## src/include/writeback_settings.svh

```systemverilog
// Width settings for the writeback stage, included by every file that sizes packet fields
`ifndef WRITEBACK_SETTINGS_SVH
`define WRITEBACK_SETTINGS_SVH

// Branch checkpoints, one mask bit per checkpoint
`define CHECKPOINTS             4
`define CHECKPOINTS_LOG         2

// Register file and active list
`define SIZE_PHYSICAL_LOG       6
`define SIZE_ACTIVELIST_LOG     5
`define SIZE_DATA               32

// Issue queue entry freed by the address-generation lane
`define SIZE_ISSUEQ_LOG         5

// Control-transfer queue and addresses
`define SIZE_CTI_LOG            4
`define SIZE_PC                 32

`endif

```

## src/source/writebackPkg.sv

```systemverilog
// Packet and flag types shared by the writeback stage lanes, resolver and testbench
`include "writeback_settings.svh"

package writebackPkg;

        // Flags reported to the active list with each writeback
        typedef struct packed {
                logic exception;
                logic mispredict;
                logic control;
                logic memory;
        } wbFlags_t;

        // Execution flags as produced by the functional units
        typedef struct packed {
                logic     conditional;
                logic     bypassEnable;
                wbFlags_t wb;
        } execFlags_t;

        // Result common to every lane
        typedef struct packed {
                logic [`CHECKPOINTS-1:0]         branchMask;
                execFlags_t                      flags;
                logic [`SIZE_PHYSICAL_LOG-1:0]   physReg;
                logic [`SIZE_ACTIVELIST_LOG-1:0] alId;
                logic [`SIZE_DATA-1:0]           data;
                logic [`SIZE_ISSUEQ_LOG-1:0]     iqEntry;
        } lanePacket_t;

        // Extra branch fields, smtId is the checkpoint the branch owns
        typedef struct packed {
                logic [`CHECKPOINTS_LOG-1:0] smtId;
                logic [`SIZE_CTI_LOG-1:0]    ctiIndex;
                logic [`SIZE_PC-1:0]         targetPc;
                logic                        direction;
        } branchCtrl_t;

endpackage

```

## src/source/laneIf.sv

```systemverilog
// One lane's registered packet and valids, shared between the lane and its consumers
`timescale 1ns/100ps

interface laneIf;
        import writebackPkg::*;

        // Valid as registered, before any squash
        logic        latchedValid;
        lanePacket_t packet;

        logic        wbValid;
        logic        bypassValid;

        modport lane (
                output latchedValid,
                output packet,
                output wbValid,
                output bypassValid
        );

        // Top level and branch resolver
        modport consumer (
                input  latchedValid,
                input  packet,
                input  wbValid,
                input  bypassValid
        );

endinterface

```

## src/source/branchResolver.sv

```systemverilog
// Branch resolution outputs and the mispredict squash broadcast to every lane
`timescale 1ns/100ps
`include "writeback_settings.svh"

module branchResolver (
        input  logic                        clk,
        input  logic                        reset,

        input  logic                        packetValid_i,
        input  writebackPkg::branchCtrl_t   branchCtrl_i,
        laneIf.consumer                     branch,

        output logic                        squashValid_o,
        output logic [`CHECKPOINTS_LOG-1:0] squashId_o,

        output logic                        ctrlVerified_o,
        output logic                        ctrlMispredict_o,
        output logic                        ctrlConditional_o,
        output logic [`CHECKPOINTS_LOG-1:0] ctrlSmtId_o,
        output logic [`SIZE_PC-1:0]         ctrlTargetAddr_o,
        output logic                        ctrlBrDirection_o,
        output logic [`SIZE_CTI_LOG-1:0]    ctrlCtiQueueIndex_o
);
        import writebackPkg::*;

        branchCtrl_t latchedCtrl;
        logic        verified;
        logic        mispredict;

        // Resolution fields read zero until the first branch arrives
        always_ff @(posedge clk)
        begin
                if (reset)
                begin
                        latchedCtrl <= '0;
                end
                else if (packetValid_i)
                begin
                        latchedCtrl <= branchCtrl_i;
                end
        end

        assign verified   = branch.latchedValid;
        assign mispredict = verified & branch.packet.flags.wb.mispredict;

        assign squashValid_o = mispredict;
        assign squashId_o    = latchedCtrl.smtId;

        assign ctrlVerified_o      = verified;
        assign ctrlMispredict_o    = mispredict;
        assign ctrlConditional_o   = branch.packet.flags.conditional;
        assign ctrlSmtId_o         = latchedCtrl.smtId;
        assign ctrlTargetAddr_o    = latchedCtrl.targetPc;
        assign ctrlBrDirection_o   = latchedCtrl.direction;
        assign ctrlCtiQueueIndex_o = latchedCtrl.ctiIndex;

endmodule

```

## src/source/resultLane.sv

```systemverilog
// Result register for one writeback lane, forms its writeback and bypass valids
`timescale 1ns/100ps
`include "writeback_settings.svh"

module resultLane (
        input  logic                        clk,
        input  logic                        reset,

        input  logic                        packetValid_i,
        input  writebackPkg::lanePacket_t   packet_i,

        // Mispredict broadcast from the branch resolver
        input  logic                        squashValid_i,
        input  logic [`CHECKPOINTS_LOG-1:0] squashId_i,

        laneIf.lane                         lane
);
        import writebackPkg::*;

        logic        latchedValid;
        lanePacket_t latchedPacket;
        logic        squashed;
        logic        wbValid;
        logic        bypassValid;

        always_ff @(posedge clk)
        begin
                if (reset)
                begin
                        latchedValid <= 1'b0;
                end
                else
                begin
                        latchedValid <= packetValid_i;
                end
        end

        // Packet holds its old value on an idle cycle
        always_ff @(posedge clk)
        begin
                if (packetValid_i)
                begin
                        latchedPacket <= packet_i;
                end
        end

        // Result depends on the mispredicted checkpoint
        assign squashed = squashValid_i & latchedPacket.branchMask[squashId_i];

        assign wbValid = latchedValid & ~squashed;

        // Bypass ignores squash, consumers are flushed by the same mispredict
        assign bypassValid = latchedValid & latchedPacket.flags.bypassEnable;

        assign lane.latchedValid = latchedValid;
        assign lane.packet       = latchedPacket;
        assign lane.wbValid      = wbValid;
        assign lane.bypassValid  = bypassValid;

endmodule

```

## src/source/writebackStage.sv

```systemverilog
// Writeback stage top, three result lanes plus branch resolution on plain ports
`timescale 1ns/100ps
`include "writeback_settings.svh"

module writebackStage (
        input  logic                              clk,
        input  logic                              reset,

        input  logic                              aluPacketValid_i,
        input  writebackPkg::lanePacket_t         aluPacket_i,
        input  logic                              branchPacketValid_i,
        input  writebackPkg::lanePacket_t         branchPacket_i,
        input  writebackPkg::branchCtrl_t         branchCtrl_i,
        input  logic                              lsuPacketValid_i,
        input  writebackPkg::lanePacket_t         lsuPacket_i,

        // Simple ALU lane
        output logic                              writebkValidAlu_o,
        output logic [`SIZE_ACTIVELIST_LOG+$bits(writebackPkg::wbFlags_t)-1:0]
                                                  ctrlFuAlu_o,
        output logic                              bypassValidAlu_o,
        output logic [`SIZE_PHYSICAL_LOG-1:0]     bypassPhysRegAlu_o,
        output logic [`SIZE_DATA-1:0]             bypassDataAlu_o,

        // Branch lane
        output logic                              writebkValidBranch_o,
        output logic [`SIZE_ACTIVELIST_LOG+$bits(writebackPkg::wbFlags_t)-1:0]
                                                  ctrlFuBranch_o,
        output logic                              bypassValidBranch_o,
        output logic [`SIZE_PHYSICAL_LOG-1:0]     bypassPhysRegBranch_o,
        output logic [`SIZE_DATA-1:0]             bypassDataBranch_o,

        // Load/store lane
        output logic                              writebkValidLsu_o,
        output logic [`SIZE_ACTIVELIST_LOG+$bits(writebackPkg::wbFlags_t)-1:0]
                                                  ctrlFuLsu_o,
        output logic                              bypassValidLsu_o,
        output logic [`SIZE_PHYSICAL_LOG-1:0]     bypassPhysRegLsu_o,
        output logic [`SIZE_DATA-1:0]             bypassDataLsu_o,

        output logic                              agenIqFreedValid_o,
        output logic [`SIZE_ISSUEQ_LOG-1:0]       agenIqEntry_o,

        output logic                              ctrlVerified_o,
        output logic                              ctrlMispredict_o,
        output logic                              ctrlConditional_o,
        output logic [`CHECKPOINTS_LOG-1:0]       ctrlSmtId_o,
        output logic [`SIZE_PC-1:0]               ctrlTargetAddr_o,
        output logic                              ctrlBrDirection_o,
        output logic [`SIZE_CTI_LOG-1:0]          ctrlCtiQueueIndex_o
);

        laneIf aluIf ();
        laneIf branchIf ();
        laneIf lsuIf ();

        logic                        squashValid;
        logic [`CHECKPOINTS_LOG-1:0] squashId;

        resultLane aluLane (
                .clk           (clk),
                .reset         (reset),
                .packetValid_i (aluPacketValid_i),
                .packet_i      (aluPacket_i),
                .squashValid_i (squashValid),
                .squashId_i    (squashId),
                .lane          (aluIf.lane)
        );

        resultLane branchLane (
                .clk           (clk),
                .reset         (reset),
                .packetValid_i (branchPacketValid_i),
                .packet_i      (branchPacket_i),
                .squashValid_i (squashValid),
                .squashId_i    (squashId),
                .lane          (branchIf.lane)
        );

        resultLane lsuLane (
                .clk           (clk),
                .reset         (reset),
                .packetValid_i (lsuPacketValid_i),
                .packet_i      (lsuPacket_i),
                .squashValid_i (squashValid),
                .squashId_i    (squashId),
                .lane          (lsuIf.lane)
        );

        // Reads the branch lane's latched flags
        branchResolver resolver (
                .clk                 (clk),
                .reset               (reset),
                .packetValid_i       (branchPacketValid_i),
                .branchCtrl_i        (branchCtrl_i),
                .branch              (branchIf.consumer),
                .squashValid_o       (squashValid),
                .squashId_o          (squashId),
                .ctrlVerified_o      (ctrlVerified_o),
                .ctrlMispredict_o    (ctrlMispredict_o),
                .ctrlConditional_o   (ctrlConditional_o),
                .ctrlSmtId_o         (ctrlSmtId_o),
                .ctrlTargetAddr_o    (ctrlTargetAddr_o),
                .ctrlBrDirection_o   (ctrlBrDirection_o),
                .ctrlCtiQueueIndex_o (ctrlCtiQueueIndex_o)
        );

        assign writebkValidAlu_o  = aluIf.wbValid;
        assign ctrlFuAlu_o        = {aluIf.packet.alId, aluIf.packet.flags.wb};
        assign bypassValidAlu_o   = aluIf.bypassValid;
        assign bypassPhysRegAlu_o = aluIf.packet.physReg;
        assign bypassDataAlu_o    = aluIf.packet.data;

        assign writebkValidBranch_o  = branchIf.wbValid;
        assign ctrlFuBranch_o        = {branchIf.packet.alId, branchIf.packet.flags.wb};
        assign bypassValidBranch_o   = branchIf.bypassValid;
        assign bypassPhysRegBranch_o = branchIf.packet.physReg;
        assign bypassDataBranch_o    = branchIf.packet.data;

        assign writebkValidLsu_o  = lsuIf.wbValid;
        assign ctrlFuLsu_o        = {lsuIf.packet.alId, lsuIf.packet.flags.wb};
        assign bypassValidLsu_o   = lsuIf.bypassValid;
        assign bypassPhysRegLsu_o = lsuIf.packet.physReg;
        assign bypassDataLsu_o    = lsuIf.packet.data;

        // AGEN entry is freed even when the result is squashed
        assign agenIqFreedValid_o = lsuIf.latchedValid;
        assign agenIqEntry_o      = lsuIf.packet.iqEntry;

endmodule

```

## config.mk

```make
export PLATFORM = sky130hd
export DESIGN_NAME = writebackStage
export DESIGN_NICKNAME = d
export VERILOG_FILES = /design/src/source/writebackPkg.sv /design/src/source/laneIf.sv /design/src/source/branchResolver.sv /design/src/source/resultLane.sv /design/src/source/writebackStage.sv
export VERILOG_INCLUDE_DIRS = /design/src /design/src/include
export SDC_FILE = /design/constraint.sdc
export NUM_CORES = 1
export LEC_CHECK = 0
export ABC_AREA = 0
export BUFFER_PORTS_ARGS = -buffer_cell sky130_fd_sc_hd__buf_2
export CORE_AREA = 2 2 159 161
export CTS_BUF_LIST = sky130_fd_sc_hd__clkbuf_8
export DETAILED_ROUTE_END_ITERATION = 6
export DIE_AREA = 0 0 161 163
export GPL_TIMING_DRIVEN = 0
export PLACE_DENSITY_LB_ADDON = 0.25
export SKIP_CTS_REPAIR_TIMING = 1
export SLEW_MARGIN = 20
export SYNTH_ARGS = -nofsm -noshare
export SYNTH_HDL_FRONTEND = slang
export SYNTH_HIERARCHICAL = 1
export SYNTH_SLANG_ARGS = --single-unit
```

## constraint.sdc

```tcl
create_clock -name clk -period 1.25 [get_ports clk]
set_input_delay 0.0625 -clock clk [delete_from_list [all_inputs] [get_ports clk]]
set_output_delay 0.0625 -clock clk [all_outputs]
set_load 0.005 [all_outputs]
```

==> impl_metrics.ini, run 1 <==
[outcome]
status = finished with violations
violations = setup timing

[yosys]
syn_avg_cell_area_um2 = 20.5
ys_warn_count = 6
syn-num-nets = 536
synth_cells = 318
netlist_area_mm2 = 0.00653

[grt]
grt_pass1_wl_um = 24400
grtUsageTotal = 0.123
grt_max_degree = 59
grt_overflow = 0
grt_pass1_vias = 4406
grt_antenna_before_repair = 0

[critical_path]
crit_family = flip-flops
cp.depth = 4
max_stage_delay_ns = 0.35
end_kind = output port
critPathKind = flop to output port
cp_slowest_cell = dfxtp_2
critical_path_arrival_ns = 1.59
start_kind = flop
crit_required_ns = 1.19
cp_cell_sequence = buf_8 -> mux2i_1 -> o221a_1 -> buf_2
worstPathMaxFanout = 6
r2r_cells = 2
critPathBufInv = 2

[timing]
setup_viol = 4
tightest_slew_ns = 0.720
rsz0062_at_grt = yes
final.min_clock_period_ns = 1.65
fmax_mhz = 606
drv_slew = 0
slew_headroom = 0.520
hold_viol_final = 0
skew_ns = 0
period_share = 1.32
setup_ws_ns = -0.399

[drt]
drc = 0
wl_um = 19500
wl_per_cell_um = 14.8
viasPerCell = 3.88
dr.first_iter.drc_count = 231
drtPass1Iterations = 4
ant_nets = 0
vias = 5108

[floorplan]
row_count = 58
core-area_mm2 = 0.0247
dieHeight_um = 163
start_util = 0.265
die_w_um = 161
die_area_mm2 = 0.0262
io_pins = 413

[clock_network]
cts.clk_slew.worst_paths_ns = 0.05
cts.sinks = 204
clk_latency_ns = 0.51
cts-root-buf = clkbuf_8
numCtsBuffers = 36
cts_buffer_depth = 3
cts_tree = built
h-tree-depth = 2

[finish]
final_util = 0.475
syn2layout_area_growth_pct = 79.6
drive_above_1_share = 0.472
fin_nets = 1176
n_antenna_cell = 0

[flow_run]
cap_viol_max_count = 0

[pwr]
leakage_nw = 5.23
power_per_cell_area_mw_per_mm2 = 1330
fin_total_pwr_mw = 15.6
vdd_ir_drop_max_v = 0.00103

[place]
dpl.hpwl_um = 12500
gp_congestion = 0.763
io_buffers = 400

[worst_hold_path]
hold_class = primary input to flop
hold_depth = 1
-- worst paths after layout --
path / from / endpoint / slack, ns
setup / recovery: resolver/ctrlSmtId_o[0] / writebkValidAlu_o / -0.40
setup reg to reg: resolver/ctrlTargetAddr_o[3] / resolver/ctrlTargetAddr_o[3] / 0.56
hold / removal: aluPacketValid_i / aluLane/lane.packet[6] / 0.13
hold reg to reg: resolver/ctrlTargetAddr_o[2] / resolver/ctrlTargetAddr_o[2] / 0.48
-- metrics by stage --
step | setup slack [ns] | area (µm²) | instances | setup TNS, ns | hold slack, ns
floorplan | 0.252 | 6530 | 318 | 0 | 0.134
global placement | -0.658 | 8940 | 1048 | -46.05 | 0.239
detailed placement | -0.307 | 8950 | 1048 | -8.35 | 0.241
CTS | -0.579 | 9630 | 1113 | -1.77 | -0.324
global route | -0.495 | 11700 | 1315 | -1.71 | 0.127
finish | -0.399 | 11700 | 1315 | -1.27 | 0.126
-- layout by cell type, fill, tap and decap left out --
| cell type | instances |
|---|---|
| mux2i_4 | 1 |
| nor2b_1 | 3 |
| dfxtp_1 | 39 |
| dfxtp_2 | 3 |
| nand2b_4 | 2 |
| buf_6 | 4 |
| nand2b_1 | 1 |
| buf_4 | 8 |
| bufinv_16 | 2 |
| clkinv_2 | 2 |
| clkinvlp_4 | 2 |
| nand2_2 | 2 |
| mux2i_1 | 44 |
| and2_4 | 3 |
| clkinv_1 | 8 |
| buf_12 | 2 |
| dlygate4sd3_1 | 202 |
| buf_8 | 2 |
| and2_1 | 1 |
| clkbuf_8 | 37 |
| nor2_1 | 39 |
| clkbuf_1 | 3 |
| inv_1 | 14 |
| buf_2 | 395 |
| nand2_1 | 1 |
| o221a_1 | 3 |
| edfxtp_1 | 162 |
-- power breakdown --
part	total, mW	switching, mW	internal [mW]
Clock	5.80	2.63	3.16
Combinational	1.78	0.706	1.08
Sequential	8.03	0.145	7.88
Total	15.6	3.49	12.1
-- sequential cells by signal, indices dropped and copies added (netlist names) --
register / cells
lsuLane/lane.packet: 57
branchLane/lane.packet: 53
aluLane/lane.packet: 52
resolver/ctrlTargetAddr_o: 32
resolver/ctrlCtiQueueIndex_o: 4
resolver/ctrlSmtId_o: 2
aluLane/lane.latchedValid: 1
branchLane/lane.latchedValid: 1
lsuLane/lane.latchedValid: 1
resolver/ctrlBrDirection_o: 1
-- area by class of cell --
cell class | count | area (µm²)
fill | 2202 | 12900
sequential | 204 | 5710
timing repair buffer | 603 | 4060
multi-input combinational | 100 | 744
clock buffer | 37 | 509
tap | 330 | 413
clock inverter | 28 | 168
buffer | 13 | 128
-- layer usage --
metal | track usage | wire length [µm] | vias to the layer above
met5 | 0 | 0 | -
met4 | 0.0560 | 513 | 0
met3 | 0.0397 | 1320 | 40
met2 | 0.209 | 10300 | 216
met1 | 0.141 | 7370 | 2386
li1 | - | - | 2466
-- worst reg2reg max path, delay by kind of cell, from the launching register on --
kind          cells  cell delay (ns)
flops             1             0.32
mux               1             0.16
simple gates      1             0.08
Power figures use the tool's default switching activity.
==> run 2, diff against run 1 <==
REMOVE_ABC_BUFFERS = 1   (was unset)
==> run 2 against run 1 <==
  * The flow still finishes with violations (setup timing)
  * Fmax is 0.22% lower
  * Via count is 0.25% lower
  * Design area is 0.81% lower
  * Critical endpoint unchanged
  * Largest power group unchanged
==> impl_metrics.ini, run 2 (synthesized netlist as in run 1, its figures left out) <==
[clock_network]
numCtsBuffers = 36
cts.sinks = 204
cts_tree = built
cts-root-buf = clkbuf_8
cts_buffer_depth = 3
h-tree-depth = 2
cts.clk_slew.worst_paths_ns = 0.06
clk_latency_ns = 0.50

[critical_path]
cp_slowest_cell = edfxtp_1
critical_path_arrival_ns = 1.59
max_stage_delay_ns = 0.37
r2r_cells = 3
r2r_start = resolver/ctrlTargetAddr_o[14]
reg2reg_slack_ns = 0.06
critPathKind = flop to output port
r2r_end = resolver/ctrlTargetAddr_o[14]
end_kind = output port
cp-endpoint = writebkValidAlu_o
worstSetupStartpoint = branchLane/lane.packet[50]
cp_cell_sequence = and2_4 -> nand2_1 -> o221a_1 -> buf_2
start_kind = flop
crit_required_ns = 1.19
worstPathMaxFanout = 7

[timing]
slew_headroom = 0.413
tightest_slew_ns = 0.881
final.min_clock_period_ns = 1.65
setup_ws_ns = -0.403
setup_viol = 6
rsz0062_at_grt = yes
drv_slew = 0
fmax_mhz = 605
hold_viol_final = 0
skew_ns = 0
period_share = 1.32
hold_slack_ns = 0.122

[floorplan]
start_util = 0.265
dieHeight_um = 163
die_w_um = 161
die_area_mm2 = 0.0262
row_count = 58
core-area_mm2 = 0.0247
io_pins = 413

[place]
io_buffers = 400
dpl.hpwl_um = 12200
gp_congestion = 0.733
placed_area_mm2 = 0.00886
place_ws_ns = -0.245

[finish]
syn2layout_area_growth_pct = 78.2
multi_input_area_um2 = 714
largest_reg_flops = 57
mostFrequentLayoutCell = buf_2
fin_nets = 1169
ff_latch_area_mm2 = 0.00572
n_antenna_cell = 0
final_area_mm2 = 0.0116
mostFrequentLayoutCells = 394 x buf_2, 208 x dlygate4sd3_1, 162 x edfxtp_1, 45 x mux2i_1, 39 x nor2_1
drive_above_1_share = 0.463
fill_cells = 2216

[pwr]
power_frac_seq = 0.522
leakage_nw = 5.17
swShare = 0.224
pwr-share-clk = 0.365
p_sw_mw = 3.44
power_per_cell_area_mw_per_mm2 = 1320
vdd_ir_drop_max_v = 0.000775
pwr-share-comb = 0.113
p_int_mw = 11.9

[worst_hold_path]
min_from = aluPacketValid_i
hold_class = primary input to flop

[drt]
viasPerCell = 3.90
vias = 5095
ant_nets = 0
wl_per_cell_um = 14.9
drtPass1Iterations = 4
drc = 0
wl_um = 19400
dr.first_iter.drc_count = 190

[grt]
grt_pass1_wl_um = 23800
grt_overflow = 0
grt_max_degree = 70
grtUsageTotal = 0.119
grt_pass1_vias = 4392
grt_antenna_before_repair = 0

[flow_run]
cap_viol_max_count = 0

[outcome]
status = finished with violations
violations = setup timing
-- run 2: cell types whose count changed in the layout (fill, tap and decap cells not counted), moves of 2 or more --
cell	previous run	this run
clkinvlp_4	2	0
dlygate4sd3_1	202	208
dfxtp_2	3	1
inv_1	14	11
nand2b_4	2	0
buf_4	8	2
buf_8	2	0
dfxtp_4	0	3
clkbuf_1	3	0
nand2b_1	1	3
buf_12	2	0
-- run 2: power groups by stage --
stage          logic (mW)  clock network [mW]  registers, mW
3_3_place_gp         1.19                   0           8.17
6_report             1.74                5.61           8.04
4_1_cts              1.21                5.89           8.04
3_5_place_dp         1.20                   0           8.18
2_1_floorplan       0.141                   0           8.23
5_1_grt              1.89                6.15           8.09
-- run 2: how the worst min path moves through the flow --
stage	endpoint	cells past startpoint
floorplan	aluLane/lane.latchedValid	1
global placement	aluLane/lane.packet[15]	1
detailed placement	branchLane/lane.packet[47]	1
CTS	lsuLane/lane.packet[28]	1
global route	aluLane/lane.packet[10]	1
finish	aluLane/lane.packet[15]	1
-- run 2: critical path, delay by kind of cell (launching register included) --
| kind | cells | cell delay, ns |
|---|---|---|
| flops | 1 | 0.37 |
| simple gates | 2 | 0.28 |
| compound gates | 1 | 0.28 |
| buf+inv | 1 | 0.15 |
-- run 2: metal layers --
metal  share of wire  vias up  global-route usage
li1                -     2456                   -
met1            0.38     2339               0.125
met2            0.51      259               0.207
met3           0.087       41              0.0565
met4           0.024        0              0.0479
met5               0        -                   0
-- run 2: final cells by class --
cell class	instances	area share
Tap cell	330	0.0355
Clock inverter	24	0.0106
Multi-Input combinational cell	100	0.0614
Sequential cell	204	0.492
Timing Repair Buffer	609	0.356
Clock buffer	38	0.0450
-- run 2: through the flow --
stage / setup TNS (ns) / total power, mW / std cells / util
floorplan: 0 / 8.38 / 304 / -
CTS: -3.36 / 15.1 / 1097 / 0.385
global route: -1.75 / 16.1 / 1305 / 0.472
detailed placement: -6.84 / 9.38 / 1035 / 0.359
finish: -1.22 / 15.4 / 1305 / 0.472
global placement: -107.91 / 9.36 / 1034 / 0.358
